--- config.mk ---
export PLATFORM = sky130hd
export DESIGN_NAME = sfp_io_core
export DESIGN_NICKNAME = d
export VERILOG_FILES = /design/src/source/mdio_pkg.sv /design/src/source/sfp_regs_pkg.sv /design/src/source/sfp_io_core.sv /design/src/source/sfp_reg_block.sv /design/src/source/mdio_shifter.sv /design/src/source/mdio_cmd_fifo.sv
export SDC_FILE = /design/constraint.sdc
export NUM_CORES = 1
export LEC_CHECK = 0
export BUFFER_PORTS_ARGS = -buffer_cell sky130_fd_sc_hd__clkbuf_2
export CAP_MARGIN = 0
export CORE_MARGIN = 2
export CORE_UTILIZATION = 30
export DETAILED_ROUTE_END_ITERATION = 7
export PLACE_DENSITY_LB_ADDON = 0.3
export SYNTH_ARGS = -nofsm -noshare
export SYNTH_HDL_FRONTEND = slang
export SYNTH_SLANG_ARGS = --single-unit
--- constraint.sdc ---
create_clock -name bus_clk -period 5.4 [get_ports bus_clk]
set_clock_uncertainty 0.2 [all_clocks]
set_input_delay 0.27 -clock bus_clk [delete_from_list [all_inputs] [get_ports bus_clk]]
set_output_delay 0.27 -clock bus_clk [all_outputs]
set_load 0.005 [all_outputs]
--- src/source/mdio_pkg.sv ---
package mdio_pkg;

  // ----------------------------------------------------------
  // Command and result types
  // ----------------------------------------------------------
  typedef enum logic [1:0] {
    WRITE = 2'b01,
    READ  = 2'b10
  } mdio_op_e;

  // Same layout as MDIO_CMD bits 27:0
  typedef struct packed {
    mdio_op_e    op;     // 27:26
    logic [4:0]  phyad;  // 25:21
    logic [4:0]  regad;  // 20:16
    logic [15:0] wdata;  // 15:0, ignored for reads
  } mdio_cmd_t;

  typedef logic [15:0] mdio_rdata_t;

  // ----------------------------------------------------------
  // Frame geometry, bit indices counted from the first bit sent
  // ----------------------------------------------------------
  localparam int MDIO_FRAME_BITS = 64;  // 32 preamble + 32 frame
  localparam int MDIO_BIT_W      = $clog2(MDIO_FRAME_BITS);
  localparam logic [MDIO_BIT_W-1:0] MDIO_TA_BIT   = MDIO_BIT_W'(46);  // Turnaround start
  localparam logic [MDIO_BIT_W-1:0] MDIO_DATA_BIT = MDIO_BIT_W'(48);  // First data bit
  localparam logic [MDIO_BIT_W-1:0] MDIO_LAST_BIT = MDIO_BIT_W'(MDIO_FRAME_BITS - 1);

  typedef logic [MDIO_FRAME_BITS-1:0] mdio_frame_t;

  // MDC divider, bus_clk cycles per half period
  localparam int MDC_HALF  = 4;
  localparam int MDC_CNT_W = $clog2(2 * MDC_HALF);
  localparam logic [MDC_CNT_W-1:0] MDC_RISE_CNT = MDC_CNT_W'(MDC_HALF - 1);
  localparam logic [MDC_CNT_W-1:0] MDC_LAST_CNT = MDC_CNT_W'(2 * MDC_HALF - 1);

  // Command / result FIFO size
  localparam int MDIO_FIFO_DEPTH = 4;
  localparam int MDIO_FIFO_AW    = $clog2(MDIO_FIFO_DEPTH);

endpackage

--- src/source/sfp_regs_pkg.sv ---
package sfp_regs_pkg;

  // ----------------------------------------------------------
  // Register port types
  // ----------------------------------------------------------
  typedef logic [13:0] reg_addr_t;  // Byte address on the register port
  typedef logic [31:0] reg_data_t;

  // Register map
  localparam reg_addr_t REG_MAC_CTRL    = 14'h00;  // tx_enable, MAC status
  localparam reg_addr_t REG_PHY_CTRL    = 14'h04;  // PHY reset / tx_disable, PHY status
  localparam reg_addr_t REG_MDIO_CMD    = 14'h10;  // Write only, pushes a command
  localparam reg_addr_t REG_MDIO_STATUS = 14'h14;
  localparam reg_addr_t REG_MDIO_RDATA  = 14'h18;  // Read pops one result

  // ----------------------------------------------------------
  // MAC / PHY status and control
  // ----------------------------------------------------------
  // crc_error ends up in bit 0, remote_fault in bit 8
  typedef struct packed {
    logic remote_fault;
    logic local_fault;
    logic pause_rx;
    logic rxfifo_udflow;
    logic rxfifo_ovflow;
    logic txfifo_udflow;
    logic txfifo_ovflow;
    logic fragment_error;
    logic crc_error;
  } mac_status_t;

  typedef logic [15:0] phy_status_t;  // Core status vector from the PHY

  // Matches PHY_CTRL bits 1:0
  typedef struct packed {
    logic tx_disable;  // Bit 1, to the SFP cage
    logic phy_reset;   // Bit 0
  } phy_ctrl_t;

  // Flops per status synchronizer
  localparam int SYNC_STAGES = 2;

endpackage
--- src/source/sfp_io_core.sv ---
`timescale 1ns/1ps

module sfp_io_core (
  input  logic                      bus_clk,
  input  logic                      bus_rst,
  // Register port
  input  logic                      reg_wr_req_i,
  input  sfp_regs_pkg::reg_addr_t   reg_wr_addr_i,
  input  sfp_regs_pkg::reg_data_t   reg_wr_data_i,
  input  logic                      reg_rd_req_i,
  input  sfp_regs_pkg::reg_addr_t   reg_rd_addr_i,
  output logic                      reg_rd_resp_o,
  output sfp_regs_pkg::reg_data_t   reg_rd_data_o,
  // Status from MAC, PHY and SFP cage
  input  sfp_regs_pkg::mac_status_t mac_status_i,
  input  sfp_regs_pkg::phy_status_t phy_status_i,
  input  logic                      sfp_rxlos_i,
  input  logic                      sfp_tx_fault_i,
  // Control
  output logic                      mac_tx_enable_o,
  output logic                      phy_reset_o,
  output logic                      sfp_tx_disable_o,
  // MDIO
  output logic                      mdc_o,
  output logic                      mdio_o,
  output logic                      mdio_oe_o,
  input  logic                      mdio_i
);
  import sfp_regs_pkg::*;
  import mdio_pkg::*;

  phy_ctrl_t   phy_ctrl;
  logic        shifter_busy;
  // Command path, register block to shifter
  logic        cmd_push;
  mdio_cmd_t   cmd_push_data;
  logic        cmd_full;
  logic        cmd_pop;
  mdio_cmd_t   cmd_head;
  logic        cmd_empty;
  // Result path, shifter to register block
  logic        res_push;
  mdio_rdata_t res_push_data;
  logic        res_full;
  logic        res_pop;
  mdio_rdata_t res_head;
  logic        res_empty;

  assign phy_reset_o      = phy_ctrl.phy_reset;
  assign sfp_tx_disable_o = phy_ctrl.tx_disable;

  sfp_reg_block u_reg_block (
    .bus_clk, .bus_rst,
    .reg_wr_req_i, .reg_wr_addr_i, .reg_wr_data_i,
    .reg_rd_req_i, .reg_rd_addr_i, .reg_rd_resp_o, .reg_rd_data_o,
    .mac_status_i, .phy_status_i, .sfp_rxlos_i, .sfp_tx_fault_i,
    .mac_tx_enable_o,
    .phy_ctrl_o     (phy_ctrl),
    .shifter_busy_i (shifter_busy),
    .cmd_full_i     (cmd_full),
    .cmd_empty_i    (cmd_empty),
    .cmd_push_o     (cmd_push),
    .cmd_data_o     (cmd_push_data),
    .res_empty_i    (res_empty),
    .res_data_i     (res_head),
    .res_pop_o      (res_pop)
  );

  mdio_cmd_fifo #(.payload_t(mdio_cmd_t)) u_cmd_fifo (
    .bus_clk, .bus_rst,
    .push_i (cmd_push), .push_data_i (cmd_push_data), .full_o  (cmd_full),
    .pop_i  (cmd_pop),  .pop_data_o  (cmd_head),      .empty_o (cmd_empty)
  );

  mdio_cmd_fifo #(.payload_t(mdio_rdata_t)) u_res_fifo (
    .bus_clk, .bus_rst,
    .push_i (res_push), .push_data_i (res_push_data), .full_o  (res_full),
    .pop_i  (res_pop),  .pop_data_o  (res_head),      .empty_o (res_empty)
  );

  mdio_shifter u_shifter (
    .bus_clk, .bus_rst,
    .cmd_empty_i (cmd_empty),
    .cmd_data_i  (cmd_head),
    .cmd_pop_o   (cmd_pop),
    .res_full_i  (res_full),
    .res_push_o  (res_push),
    .res_data_o  (res_push_data),
    .busy_o      (shifter_busy),
    .mdc_o, .mdio_o, .mdio_oe_o, .mdio_i
  );

endmodule

--- src/source/sfp_reg_block.sv ---
`timescale 1ns/1ps

module sfp_reg_block (
  input  logic                      bus_clk,
  input  logic                      bus_rst,
  // Register port
  input  logic                      reg_wr_req_i,
  input  sfp_regs_pkg::reg_addr_t   reg_wr_addr_i,
  input  sfp_regs_pkg::reg_data_t   reg_wr_data_i,
  input  logic                      reg_rd_req_i,
  input  sfp_regs_pkg::reg_addr_t   reg_rd_addr_i,
  output logic                      reg_rd_resp_o,
  output sfp_regs_pkg::reg_data_t   reg_rd_data_o,
  // Status, not in bus_clk domain
  input  sfp_regs_pkg::mac_status_t mac_status_i,
  input  sfp_regs_pkg::phy_status_t phy_status_i,
  input  logic                      sfp_rxlos_i,
  input  logic                      sfp_tx_fault_i,
  // Control
  output logic                      mac_tx_enable_o,
  output sfp_regs_pkg::phy_ctrl_t   phy_ctrl_o,
  // MDIO side
  input  logic                      shifter_busy_i,
  input  logic                      cmd_full_i,
  input  logic                      cmd_empty_i,
  output logic                      cmd_push_o,
  output mdio_pkg::mdio_cmd_t       cmd_data_o,
  input  logic                      res_empty_i,
  input  mdio_pkg::mdio_rdata_t     res_data_i,
  output logic                      res_pop_o
);
  import sfp_regs_pkg::*;
  import mdio_pkg::*;

  typedef struct packed {
    mac_status_t mac;
    phy_status_t phy;
    logic        rxlos;
    logic        tx_fault;
  } status_t;

  status_t   stat_in;
  status_t   sync_q [SYNC_STAGES];
  status_t   stat_s;        // Synchronized copy
  logic      cmd_wr;
  logic      cmd_overflow;  // Sticky, cleared by MDIO_STATUS read
  logic      rd_mapped;
  logic      rd_accept;
  logic      rd_valid_q;    // Readback stage 1
  reg_data_t rd_word;
  reg_data_t rd_data_q;

  // ----------------------------------------------------------
  // Status synchronizers
  // ----------------------------------------------------------
  assign stat_in = '{mac: mac_status_i, phy: phy_status_i,
                     rxlos: sfp_rxlos_i, tx_fault: sfp_tx_fault_i};
  assign stat_s  = sync_q[SYNC_STAGES-1];

  always_ff @(posedge bus_clk) begin
    sync_q[0] <= stat_in;
    for (int i = 1; i < SYNC_STAGES; i++) sync_q[i] <= sync_q[i-1];
  end

  // ----------------------------------------------------------
  // Writes
  // ----------------------------------------------------------
  assign cmd_wr     = reg_wr_req_i && (reg_wr_addr_i == REG_MDIO_CMD);
  assign cmd_push_o = cmd_wr && !cmd_full_i;  // Dropped when full
  assign cmd_data_o = mdio_cmd_t'(reg_wr_data_i[27:0]);

  always_ff @(posedge bus_clk) begin
    if (bus_rst) begin
      mac_tx_enable_o <= 1'b1;  // MAC transmits out of reset
      phy_ctrl_o      <= '0;
    end else if (reg_wr_req_i) begin
      case (reg_wr_addr_i)
        REG_MAC_CTRL: mac_tx_enable_o <= reg_wr_data_i[0];
        REG_PHY_CTRL: phy_ctrl_o      <= phy_ctrl_t'(reg_wr_data_i[1:0]);
        default:      ;  // Other addresses ignored
      endcase
    end
  end

  always_ff @(posedge bus_clk) begin
    if (bus_rst)
      cmd_overflow <= 1'b0;
    else if (cmd_wr && cmd_full_i)  // Set wins over clear
      cmd_overflow <= 1'b1;
    else if (rd_accept && reg_rd_addr_i == REG_MDIO_STATUS)
      cmd_overflow <= 1'b0;
  end

  // ----------------------------------------------------------
  // Read decode and two-stage readback
  // ----------------------------------------------------------
  always_comb begin
    rd_mapped = 1'b1;
    rd_word   = '0;
    case (reg_rd_addr_i)
      REG_MAC_CTRL:    rd_word = {7'h0, stat_s.mac, 15'h0, mac_tx_enable_o};
      REG_PHY_CTRL:    rd_word = {14'h0, stat_s.tx_fault, stat_s.rxlos, stat_s.phy};
      REG_MDIO_STATUS: rd_word = {28'h0, cmd_overflow, !res_empty_i, cmd_empty_i,
                                  shifter_busy_i};
      REG_MDIO_RDATA:  rd_word = res_empty_i ? '0 : {1'b1, 15'h0, res_data_i};
      default:         rd_mapped = 1'b0;  // No response
    endcase
  end

  // One read in flight at a time
  assign rd_accept = reg_rd_req_i && rd_mapped && !rd_valid_q;
  assign res_pop_o = rd_accept && (reg_rd_addr_i == REG_MDIO_RDATA) && !res_empty_i;

  always_ff @(posedge bus_clk) begin
    if (bus_rst) begin
      rd_valid_q    <= 1'b0;
      reg_rd_resp_o <= 1'b0;
    end else begin
      rd_valid_q    <= rd_accept;
      reg_rd_resp_o <= rd_valid_q;
    end
  end

  always_ff @(posedge bus_clk) begin
    rd_data_q     <= rd_word;
    reg_rd_data_o <= rd_data_q;
  end

  // Response is always a single-cycle pulse
  a_resp_pulse : assert property (@(posedge bus_clk) disable iff (bus_rst)
    reg_rd_resp_o |=> !reg_rd_resp_o);

endmodule

--- src/source/mdio_shifter.sv ---
`timescale 1ns/1ps

module mdio_shifter (
  input  logic                  bus_clk,
  input  logic                  bus_rst,
  // Command FIFO side
  input  logic                  cmd_empty_i,
  input  mdio_pkg::mdio_cmd_t   cmd_data_i,
  output logic                  cmd_pop_o,
  // Result FIFO side
  input  logic                  res_full_i,
  output logic                  res_push_o,
  output mdio_pkg::mdio_rdata_t res_data_o,
  output logic                  busy_o,
  // MDIO pins
  output logic                  mdc_o,
  output logic                  mdio_o,
  output logic                  mdio_oe_o,
  input  logic                  mdio_i
);
  import mdio_pkg::*;

  logic                       busy;      // Frame in progress
  logic                       mdc_q;
  logic [MDC_CNT_W-1:0]       div_cnt;   // Position inside one MDC period
  logic [MDIO_BIT_W-1:0]      bit_cnt;   // Bit being sent, 0 = first preamble bit
  logic                       res_pend;  // Read finished, result not yet pushed
  logic                       is_read;
  logic [MDIO_FRAME_BITS-1:0] frame_q;   // MSB goes out first
  logic [MDIO_FRAME_BITS-1:0] frame_d;
  logic [1:0]                 ta_bits;
  mdio_rdata_t                rdata_q;

  // ----------------------------------------------------------
  // Frame build from the head command
  // ----------------------------------------------------------
  always_comb begin
    ta_bits = (cmd_data_i.op == READ) ? 2'b00 : 2'b10;  // PHY owns TA on reads
    frame_d = {32'hFFFF_FFFF,  // Preamble
               2'b01,          // Start
               cmd_data_i.op,
               cmd_data_i.phyad,
               cmd_data_i.regad,
               ta_bits,
               (cmd_data_i.op == READ) ? 16'h0000 : cmd_data_i.wdata};
  end

  // Next frame only when idle and any earlier result has a slot
  assign cmd_pop_o  = !busy && !cmd_empty_i && (!res_pend || !res_full_i);
  assign res_push_o = res_pend && !res_full_i;
  assign res_data_o = rdata_q;
  assign busy_o     = busy;

  assign mdc_o     = mdc_q;
  assign mdio_o    = busy ? frame_q[MDIO_FRAME_BITS-1] : 1'b1;  // Idle line high
  assign mdio_oe_o = busy && !(is_read && bit_cnt >= MDIO_TA_BIT);  // Release for TA + data

  // ----------------------------------------------------------
  // Bit timing and frame control
  // ----------------------------------------------------------
  always_ff @(posedge bus_clk) begin
    if (bus_rst) begin
      busy     <= 1'b0;
      mdc_q    <= 1'b0;
      div_cnt  <= '0;
      bit_cnt  <= '0;
      res_pend <= 1'b0;
    end else begin
      if (cmd_pop_o) begin  // Frame starts next cycle with MDC low
        busy    <= 1'b1;
        div_cnt <= '0;
        bit_cnt <= '0;
      end else if (busy) begin
        div_cnt <= (div_cnt == MDC_LAST_CNT) ? '0 : div_cnt + 1'b1;
        if (div_cnt == MDC_RISE_CNT) mdc_q <= 1'b1;  // PHY samples here
        if (div_cnt == MDC_LAST_CNT) begin
          mdc_q <= 1'b0;  // Falling edge, next bit goes out
          if (bit_cnt == MDIO_LAST_BIT) begin
            busy     <= 1'b0;
            res_pend <= is_read;  // Only reads return data
          end else begin
            bit_cnt <= bit_cnt + 1'b1;
          end
        end
      end
      if (res_push_o) res_pend <= 1'b0;
    end
  end

  // Shift registers
  always_ff @(posedge bus_clk) begin
    if (cmd_pop_o) begin
      frame_q <= frame_d;
      is_read <= (cmd_data_i.op == READ);
    end else if (busy && div_cnt == MDC_LAST_CNT) begin
      frame_q <= {frame_q[MDIO_FRAME_BITS-2:0], 1'b0};
    end
    // Read data sampled with the MDC rising edge
    if (busy && is_read && div_cnt == MDC_RISE_CNT && bit_cnt >= MDIO_DATA_BIT)
      rdata_q <= {rdata_q[14:0], mdio_i};
  end

  // MDC is parked while idle, frames end with MDC low
  a_mdc_idle : assert property (@(posedge bus_clk) disable iff (bus_rst)
    !busy_o |-> !mdc_o);

endmodule

--- src/source/mdio_cmd_fifo.sv ---
`timescale 1ns/1ps

module mdio_cmd_fifo #(
  parameter type payload_t = logic [15:0]
) (
  input  logic     bus_clk,
  input  logic     bus_rst,
  input  logic     push_i,
  input  payload_t push_data_i,
  output logic     full_o,
  input  logic     pop_i,
  output payload_t pop_data_o,
  output logic     empty_o
);
  import mdio_pkg::*;

  payload_t                mem [MDIO_FIFO_DEPTH];  // Storage, no reset needed
  logic [MDIO_FIFO_AW-1:0] wr_ptr;
  logic [MDIO_FIFO_AW-1:0] rd_ptr;
  logic [MDIO_FIFO_AW:0]   count;  // One extra bit to tell full from empty
  logic                    do_push;
  logic                    do_pop;

  assign full_o     = (count == (MDIO_FIFO_AW + 1)'(MDIO_FIFO_DEPTH));
  assign empty_o    = (count == '0);
  assign pop_data_o = mem[rd_ptr];  // Head is visible while not empty

  assign do_push = push_i && !full_o;
  assign do_pop  = pop_i && !empty_o;

  // ----------------------------------------------------------
  // Pointers and occupancy
  // ----------------------------------------------------------
  always_ff @(posedge bus_clk) begin
    if (bus_rst) begin
      wr_ptr <= '0;
      rd_ptr <= '0;
      count  <= '0;
    end else begin
      if (do_push)  // Wrap at depth, not at power of two
        wr_ptr <= (wr_ptr == MDIO_FIFO_AW'(MDIO_FIFO_DEPTH - 1)) ? '0 : wr_ptr + 1'b1;
      if (do_pop)
        rd_ptr <= (rd_ptr == MDIO_FIFO_AW'(MDIO_FIFO_DEPTH - 1)) ? '0 : rd_ptr + 1'b1;
      case ({do_push, do_pop})
        2'b10:   count <= count + 1'b1;
        2'b01:   count <= count - 1'b1;
        default: count <= count;  // Both or neither
      endcase
    end
  end

  always_ff @(posedge bus_clk) begin
    if (do_push) mem[wr_ptr] <= push_data_i;
  end

  // Producer and consumer must respect the flags
  a_no_push_full : assert property (@(posedge bus_clk) disable iff (bus_rst)
    push_i |-> !full_o);
  a_no_pop_empty : assert property (@(posedge bus_clk) disable iff (bus_rst)
    pop_i |-> !empty_o);

endmodule

After elaboration in Yosys (flattened, before gate mapping)
Memories as Yosys holds them, arrays and structs flattened. A register that Yosys moved wholly into a read port is not among the register bits. Index checks and enable logic that the tools add are counted.

ROM bits: 0. Latch bits: 0. Input port bits: 92. Memories: 3. Bits in registers: 177. Output and inout bits: 39. Bits in writable memories: 230.

Memory list: u_cmd_fifo.mem (depth 4, bits a word 28, rd ports 1, clocked after memory_dff 1, wr ports 1, RTL line mdio_cmd_fifo.sv:17) `payload_t mem [MDIO_FIFO_DEPTH];`; u_res_fifo.mem (depth 4, bits a word 16, rd ports 1, clocked after memory_dff 1, wr ports 1, RTL line mdio_cmd_fifo.sv:17); u_reg_block.sync_q (depth 2, bits a word 27, rd ports 2, clocked after memory_dff 0, wr ports 2, RTL line sfp_reg_block.sv:43) `status_t sync_q [SYNC_STAGES];`.

Shift-type cells: 0. $add $sub $neg: 10. Reduce and logical (&&, ||, !) cells: 47. $lt $le $gt $ge: 2. Divide/modulo/power cells: 0. Eq/ne operators: 19. Multiplexer cells: 31. $mul: 0. Bitwise logic cells: 2.

Operator list (count): 32-bit case mux with 4 select lines (1); 30-bit two-way mux (2); 14-bit by 5-bit == test with 1-bit output, second input constant (3); 32-bit two-way mux (1); 14-bit by 3-bit == test with 1-bit output, second input constant (2); 14-bit zero test (2); 1-bit logical AND (21); 2-bit two-way mux (9); 16-bit two-way mux (1); 2-bit == test, second input constant (7); 1-bit two-way mux (14); 6-bit greater-or-equal comparator, second input constant (2); 3-bit case mux with 2 select lines (2); 2-bit nonzero test (5); 3-bit by 1-bit adder with 3-bit output, second input constant (3); 3-bit == test, second input constant (3); 2-bit by 1-bit adder with 2-bit output, second input constant (4); 1-bit zero test (8); 6-bit by 1-bit adder with 6-bit output, second input constant (1); 6-bit == test, second input constant (1); 3-bit zero test (2); 3-bit AND reduction (2); 3-bit by 1-bit subtractor with 3-bit output, second input constant (2); 2-bit by 1-bit == test with 1-bit output, second input constant (2); 8 further kinds (11).

Depth between registers and ports, before layout
Gate-level depths: netlist (run 1).

Depth after elaboration: 10. Gate-level depth with buffers: 11. Depth with buffers taken out: 10.

Cells and area by module
From an unflattened synthesis (run 1), not the netlist that was laid out.

Cell total of the unflattened synthesis: 940. Area total of the unflattened synthesis: 14164.8 um^2.

Modules (own cells, without submodules): mdio_cmd_fifo (u_cmd_fifo) (cells an instance 200, area an instance 4530.6 um^2, instances 1); mdio_shifter (cells an instance 371, area an instance 3707.3 um^2, instances 1); sfp_reg_block (cells an instance 231, area an instance 3124.2 um^2, instances 1); mdio_cmd_fifo (u_res_fifo) (cells an instance 138, area an instance 2802.7 um^2, instances 1).

Worst setup path before layout (run 1)
No wires, ideal clock.

Path type: register to register. Start: register u_res_fifo.count[0]. End: register u_cmd_fifo.count[2]. Path slack: 2810 ps. Library setup time: 71 ps. Cell stages (with the launch flop): 12. Arrival time: 2319 ps. Period minus slack after synthesis: 2590 ps. Cells stage by stage: dfxtp_1 -> nor2_1 -> a311o_1 -> buf_2 -> inv_1 -> buf_2 -> ha_1 -> inv_1 -> fa_1 -> xor2_1 -> or3_1 -> a21oi_1.

Longest elaborated chain between the ends: 7. Elaborated cells between the ends (all ways): 9.

Ends and longest elaborated chain: start: declaration (RTL line mdio_cmd_fifo.sv:20) `logic [MDIO_FIFO_AW:0] count;`; start signal: assignment (RTL line mdio_cmd_fifo.sv:45) `2'b10: count <= count + 1'b1;`; start signal: assignment (RTL line mdio_cmd_fifo.sv:46) `2'b01: count <= count - 1'b1;`; start signal: assignment (RTL line mdio_cmd_fifo.sv:47) `default: count <= count;`; 3-bit == test * (RTL line mdio_cmd_fifo.sv:24) `assign full_o = (count == (MDIO_FIFO_AW + 1)'(MDIO_FIFO_DEPTH));`; 1-bit zero test * (RTL line mdio_shifter.sv:49) `assign cmd_pop_o = !busy && !cmd_empty_i && (!res_pend || !res_full_i);`; 1-bit logical OR * (RTL line mdio_shifter.sv:49); 1-bit logical AND * (RTL line mdio_shifter.sv:49); 1-bit logical AND * (RTL line mdio_cmd_fifo.sv:29) `assign do_pop = pop_i && !empty_o;`; via u_cmd_fifo.do_pop (RTL line mdio_cmd_fifo.sv:22) `logic do_pop;`; 2-bit by 1-bit == test with 1-bit output / 2-bit == test (equally long branches) (RTL line mdio_cmd_fifo.sv:44) `case ({do_push, do_pop})`; 3-bit case mux with 2 select lines / 2-bit nonzero test (equally long branches); end signal: assignment (RTL line mdio_cmd_fifo.sv:45); end signal: assignment (RTL line mdio_cmd_fifo.sv:46); end signal: assignment (RTL line mdio_cmd_fifo.sv:47); end: declaration (RTL line mdio_cmd_fifo.sv:20).

Mark *: on every way through the listed nets, which the timed path passes. The rest lies on a longest branch. A chain may end at the register's enable or synchronous reset.

==> impl_metrics.ini, run 1 <==
[status]
run_status = finished, final reports clean

[global_route]
grt_pass1_wl_um = 41000
antenna_violations_before_repair = 1
first_global_vias = 7407
grt_util_all_layers = 0.111
grt_max_degree = 71
grt_overflow_total = 0

[yosys]
instance_count_of_the_mapped_netlist = 891
synth.largest_area_cell = edfxtp_1
synth_cell_types = 50
synth-warning-count = 0
synth_common_cells = edfxtp_1 (223), dfxtp_1 (176), nor2_1 (94)
netlist.area_leader.share = 0.489
syn_avg_cell_area_um2 = 15.4
post_synth_main_area_contributors = edfxtp_1 (49%), dfxtp_1 (26%), mux4_2 (7.2%)
yosysMostFrequentCell = edfxtp_1
yosys_register_bits = 399
synth_async_sr_flop_share = 0
synth_edf_count = 223
synth_sequential_area_ratio = 0.746
post_synth_instance_area_um2 = 13700
synth_flop_cell = edfxtp_1

[power]
ir_worst_vdd_uv = 230
swShare = 0.196
combPwrFrac = 0.019
power-per-cell-area_nw_per_um2 = 365
p_clk_frac = 0.457
p_int_mw = 4.96
power_frac_seq = 0.525
leakage_nw = 6.15
p_sw_mw = 1.21

[floorplan]
core_region_area_um2 = 45200
ios = 131
rows = 78
initial_utilization = 0.303
floorplan.die_area_um2 = 47400
floorplan.die.width_um = 218
die_height_um = 218

[sta]
final_max_slew_violation_count = 0
timing.final.crit_share = 0.556
worst_slew_margin_rel = 0.272
hold_viol = 0
finalWorstSetupSlack_ns = 2.40
fin_crit_ns = 3.00
rsz_0062_raised_after_global_routing = no
max_freq_mhz = 333
setup_tns_ns = 0
finalSetupViolations = 0
worst_margin_pin_slew_ns = 1.09

[critical_path]
critPathMaxFanout = 28
critical-path-top-delay-family = simple AND/OR/NAND/NOR gates
critPathLaunchType = register
slowest_delay_ns = 0.85
path_cells = buf_4 -> mux4_2 -> nor2b_1 -> o21ai_0
path_buf_inv = 1
worstPathRequired_ns = 5.43
worstSetupEndpointType = register
critical_path_class = register to register
timing.critical_path.slowest_stage_cell = nor2b_1
cp_data_arrival_time_ns = 3.03

[cells_and_area]
layout-drive-gt1-share = 0.228
area_delta_synth_final_pct = 23.4
layout.nets = 1197
final_cells = 1721

[cts]
numClockSinks = 399
clock_latency_ns = 0.54
htreeDepth = 2
clockRootBuffer = clkbuf_16
ctsLongestPathBuffers = 3
post-cts-setup-buffers = 0
cts_inserted_buffers = 43
cts_clk_pin_slew_worst_paths_ns = 0.06
tritoncts_clock_tree = yes

[routing]
ant_nets = 0
vias = 7482
detail_route.first_pass.iterations = 5
drt-total-wl_um = 26100
vias_per_cell = 4.35
drc = 0
initialDrtViolationCount = 393
wire_per_inst_um = 15.2

[placed_design]
io_buffer_count = 120
place_hpwl_um = 15600
dp.cells = 1582
place_worst_setup_slack_ns = 2.32
gpl.final_weighted_congestion = 0.714

[flow_run]
max-cap-violations = 0

[worst_hold_path]
hold_path_class = primary input to register
-- layout make-up --
class	count	area, um2
Clock inverter	18	138
Inverter	21	78.8
Timing Repair Buffer	188	1260
Fill cell	4272	28300
Multi-Input combinational cell	434	3200
Antenna cell	1	2.50
Tap cell	600	751
Sequential cell	399	10200
Clock buffer	60	1250
-- kinds of logic (layout without fill, tap and decap cells) --
logic type,Yosys count,in the layout,synth area share
buffers and inverters,63,287,0.0220
adder cells (fa/ha/maj),18,18,0.0175
multiplexers,53,53,0.0789
other,1,7,0.000274
AND/OR/NAND/NOR,245,245,0.0847
AO/OA/AOI/OAI,105,105,0.0461
XOR/XNOR,7,7,0.00448
flip-flops,399,399,0.746
-- worst paths after layout --
check | start | to | slack, ns | cells after the start
min reg2reg | u_reg_block.rd_data_q[24] | u_reg_block.reg_rd_data_o[24] | 0.12 | 0
max reg2reg | register | u_shifter.frame_q[2] | 2.40 | 4
max | register | u_shifter.frame_q[2] | 2.40 | 4
min | reg_wr_addr_i[12] | u_reg_block.phy_ctrl_o[1] | 0.04 | 5
-- per-layer routing --
metal / part of all wire / global-route usage / vias up
li1: - / - / 3633
met1: 0.47 / 0.151 / 3647
met2: 0.46 / 0.174 / 160
met3: 0.050 / 0.0278 / 42
met4: 0.023 / 0.0395 / 0
met5: 0 / 0 / -
-- power groups by stage --
stage	Combinational (mW)	Sequential (mW)	Clock (mW)
CTS	0.117	3.24	2.92
global placement	0.0789	3.30	0
floorplan	0.0341	3.30	0
finish	0.115	3.24	2.82
detailed placement	0.0818	3.30	0
global route	0.129	3.24	3.04
-- worst min-delay path: cells and delay by family --
family,cells,cell delay (ns)
muxes,1,0.12
buffers and inverters,1,0.09
and+or+nand+nor,3,0.25
-- registers in the layout, summed over array words and instances (netlist names), 2 cells and up, named ones only --
register                   cells
u_shifter.div_cnt              3
u_res_fifo.count               3
u_reg_block.rd_data_q         26
u_shifter.bit_cnt              6
u_cmd_fifo.wr_ptr              2
u_res_fifo.mem                64
u_cmd_fifo.count               3
u_reg_block.phy_ctrl_o         2
u_shifter.res_data_o          16
u_cmd_fifo.mem               112
u_res_fifo.rd_ptr              2
u_reg_block.reg_rd_data_o     26
u_res_fifo.wr_ptr              2
u_reg_block.sync_q            54
u_shifter.frame_q             64
u_cmd_fifo.rd_ptr              2
-- stage by stage --
step            util  total power [mW]  instance area [um2]  hold WS [ns]
6_report       0.374              6.17                16900        0.0411
3_5_place_dp   0.330              3.39                14900         0.112
4_1_cts        0.374              6.27                16900       0.00629
5_1_grt        0.374              6.41                16900        0.0648
2_1_floorplan      -              3.33                13700        0.0977
3_3_place_gp   0.330              3.38                14900         0.110
-- repair_timing --
action | 4_1_cts | 5_1_grt
hold buffers | 60 | 0
gates resized for setup | 0 | 0
hold endpoints to repair | 151 | 0
-- cells in the final DEF (no fill, tap or decap), types with 8 or more instances in the layout --
| master | Yosys | final |
|---|---|---|
| mux2i_1 | 9 | 9 |
| nand2_1 | 87 | 87 |
| a22o_1 | 14 | 14 |
| o21ai_0 | 27 | 27 |
| inv_1 | 21 | 21 |
| buf_4 | 7 | 8 |
| mux4_2 | 44 | 44 |
| and2_1 | 15 | 15 |
| clkbuf_2 | 1 | 122 |
| clkbuf_16 | 0 | 45 |
| edfxtp_1 | 223 | 223 |
| dfxtp_1 | 176 | 174 |
| ha_1 | 16 | 16 |
| nor3_1 | 10 | 10 |
| nor2_1 | 94 | 94 |
| dlygate4sd3_1 | 0 | 60 |
| a21oi_1 | 51 | 51 |
Note: power is estimated with default switching activity, not from simulation.
==> run 2: changes to the inputs <==
Settings changed: ABC_AREA set to 1.
Clock period 5.4 ns to 2.4 ns, I/O delays scaled along.
==> run 2 against run 1 <==
Total power grew to 2.8 times the previous value. Core utilization up 2.0 points. Design area rose by 6.0%. Highest routed layer unchanged.
==> impl_metrics.ini, run 2 <==
[cts]
clockRootBuffer = clkbuf_16
numClockSinks = 399
clock_latency_ns = 0.57
htreeDepth = 2
ctsLongestPathBuffers = 3
cts_clk_pin_slew_worst_paths_ns = 0.06
cts_inserted_buffers = 43
tritoncts_clock_tree = yes

[critical_path]
critical-path-top-delay-family = buffers and inverters
path_cells = dlygate4sd3_1 -> clkbuf_2 -> nor4_4 -> dlygate4sd3_1 -> buf_4 -> nand4_1 -> dlygate4sd3_1 -> nand3_1
cp.depth = 8
critPathLaunchType = primary input
critPathMaxFanout = 4
critical_path_class = primary input to register
slowest_delay_ns = 0.67
worstSetupEndpointType = register
timing.critical_path.slowest_stage_cell = dlygate4sd3_1
worstRegToRegCells = 11
worstPathRequired_ns = 2.70
crit_path_most_repeated_cell = dlygate4sd3_1
cp_data_arrival_time_ns = 2.63
path_buf_inv = 5

[sta]
final_max_slew_violation_count = 0
hold_viol = 0
timing.final.crit_share = 0.970
max_freq_mhz = 430
finalSetupViolations = 0
fin_crit_ns = 2.33
finalWorstSetupSlack_ns = 0.0719
setup_tns_ns = 0

[yosys]
synth_cell_types = 45
syn_avg_cell_area_um2 = 12.6
netlist.area_leader.share = 0.484
synth_sequential_area_ratio = 0.738
yosysMostFrequentCell = edfxtp_1
post_synth_instance_area_um2 = 13800
synth-warning-count = 0
synth_flop_cell = edfxtp_1
synth_async_sr_flop_share = 0
instance_count_of_the_mapped_netlist = 1101
post_synth_main_area_contributors = edfxtp_1 (48%), dfxtp_1 (25%), nor2_1 (3.8%)
yosys_register_bits = 399
synth_common_cells = edfxtp_1 (223), dfxtp_1 (176), nor2_1 (141)
synth.largest_area_cell = edfxtp_1
synth_edf_count = 223

[placed_design]
place_hpwl_um = 16900
place_worst_setup_slack_ns = 0.0339
gpl.final_weighted_congestion = 0.710
io_buffer_count = 120

[routing]
wire_per_inst_um = 14.0
vias = 8625
vias_per_cell = 4.29
detail_route.first_pass.iterations = 4
met2RoutedLength_um = 13800
met3_wirelength_um = 1300
drt-total-wl_um = 28100
highest_layer = met4
initialDrtViolationCount = 463
ant_nets = 0
drc = 0
routed_met1_length_um = 12400

[status]
run_status = finished, final reports clean

[floorplan]
ios = 131
rows = 78
die_height_um = 219
floorplan.die_area_um2 = 47900
core_region_area_um2 = 45500
initial_utilization = 0.304
floorplan.die.width_um = 219

[worst_hold_path]
hold_path_class = primary input to register
hold_path_depth = 6

[cells_and_area]
area_delta_synth_final_pct = 29.5
mostFrequentLayoutCell = edfxtp_1
post-route-util = 0.394
largest_register_ff_count = 112
layout_common_cells = edfxtp_1 (223), dfxtp_1 (175), nor2_1 (134)
registers.top_by_ff_count = u_cmd_fifo.mem
multiInputGateArea_um2 = 3010
register_area_um2 = 10200
layout-drive-gt1-share = 0.190
layout.nets = 1487
largest_registers = u_cmd_fifo.mem (112), u_res_fifo.mem (64), u_shifter.frame_q (64)
nFillCells = 4350

[power]
leakage_nw = 7.02
ir_worst_vdd_uv = 649
power-per-cell-area_nw_per_um2 = 950

[global_route]
first_global_vias = 8570
antenna_violations_before_repair = 1
grt_max_degree = 34
grt_overflow_total = 0
grt_util_all_layers = 0.119
grt_pass1_wl_um = 44600

[flow_run]
max-cap-violations = 0
==> run 2: cell count changes in the layout (fill, tap and decap cells not counted), sizes merged, moves of 10 or more <==
cell	change
a31oi	+10
nand2	+32
nand3	+14
and2	-15
mux4	-44
a32o	+15
o22ai	+15
a22oi	+33
dlygate4sd3	+52
a21oi	-12
buf	+34
o21ai	+50
inv	+85
nor2	+50
==> run 2: cells by family (layout without fill, tap and decap cells) <==
family,after synthesis,in the layout,share of synthesized area
compound gates,212,212,0.0965
xor+xnor,1,1,0.000633
fa+ha+maj,18,18,0.0174
buf+inv,157,462,0.0486
flops,399,399,0.738
mux,13,13,0.00940
other cells,1,7,0.000271
simple gates,300,300,0.0890
==> run 2: worst paths after layout <==
path	from	to	slack, ns
setup / recovery	reg_wr_addr_i[2]	u_reg_block.mac_tx_enable_o	0.07
setup reg to reg	u_cmd_fifo.count[2]	u_cmd_fifo.count[2]	0.27
hold reg to reg	u_reg_block.sync_q[0][7]	u_reg_block.sync_q[0][34]	0.12
hold / removal	reg_wr_addr_i[7]	u_reg_block.phy_ctrl_o[0]	0.02
==> run 2: worst register-to-register path: stages, from the launching register on <==
cell and delay [ns]:
dfxtp_1 0.33, inv_1 0.07, nor3_2 0.14, inv_1 0.08, nand4_1 0.12, ha_1 0.17
inv_1 0.07, fa_1 0.37, a21oi_1 0.14, o21ai_0 0.12, o21ai_0 0.16, a21oi_1 0.05
==> run 2: power breakdown <==
group          internal (mW)  switching (mW)  total, mW
clock                   3.85            2.66       6.52
combinational          0.939            1.58       2.52
sequential              7.85           0.157       8.00
total                   12.6            4.40       17.0
==> run 2: layout make-up <==
class | instances | share of cell area
diodes | 1 | 0.000140
clock buffers | 57 | 0.0688
clock inverters | 22 | 0.0103
inverters | 109 | 0.0230
multi-input cells | 550 | 0.168
flip-flops and latches | 399 | 0.570
well taps | 600 | 0.0419
repair buffers | 274 | 0.118
==> run 2: per-layer routing <==
| layer | vias up | global-route usage |
|---|---|---|
| met3 | 45 | 0.0273 |
| met4 | 0 | 0.0414 |
| met1 | 4035 | 0.142 |
| met5 | - | 0 |
| li1 | 4382 | - |
| met2 | 163 | 0.210 |
==> run 2: repair_timing <==
item | 4_1_cts | 5_1_grt
setup endpoints to repair | 0 | 7
endpoints found under the hold margin | 178 | 0
hold buffers | 114 | 0
setup buffers | 0 | 1
gates resized for setup | 0 | 11
==> run 2: stage by stage <==
step	hold WS (ns)	power [mW]	instance area, um2	instances
finish	0.0162	17.0	17900	2012
global route	0.0813	18.0	17900	2012
CTS	0.0159	17.3	17900	2012
detailed placement	0.0240	10.6	15300	1819
global placement	0.0247	10.5	15300	1819
floorplan	-0.0523	9.84	13900	1106
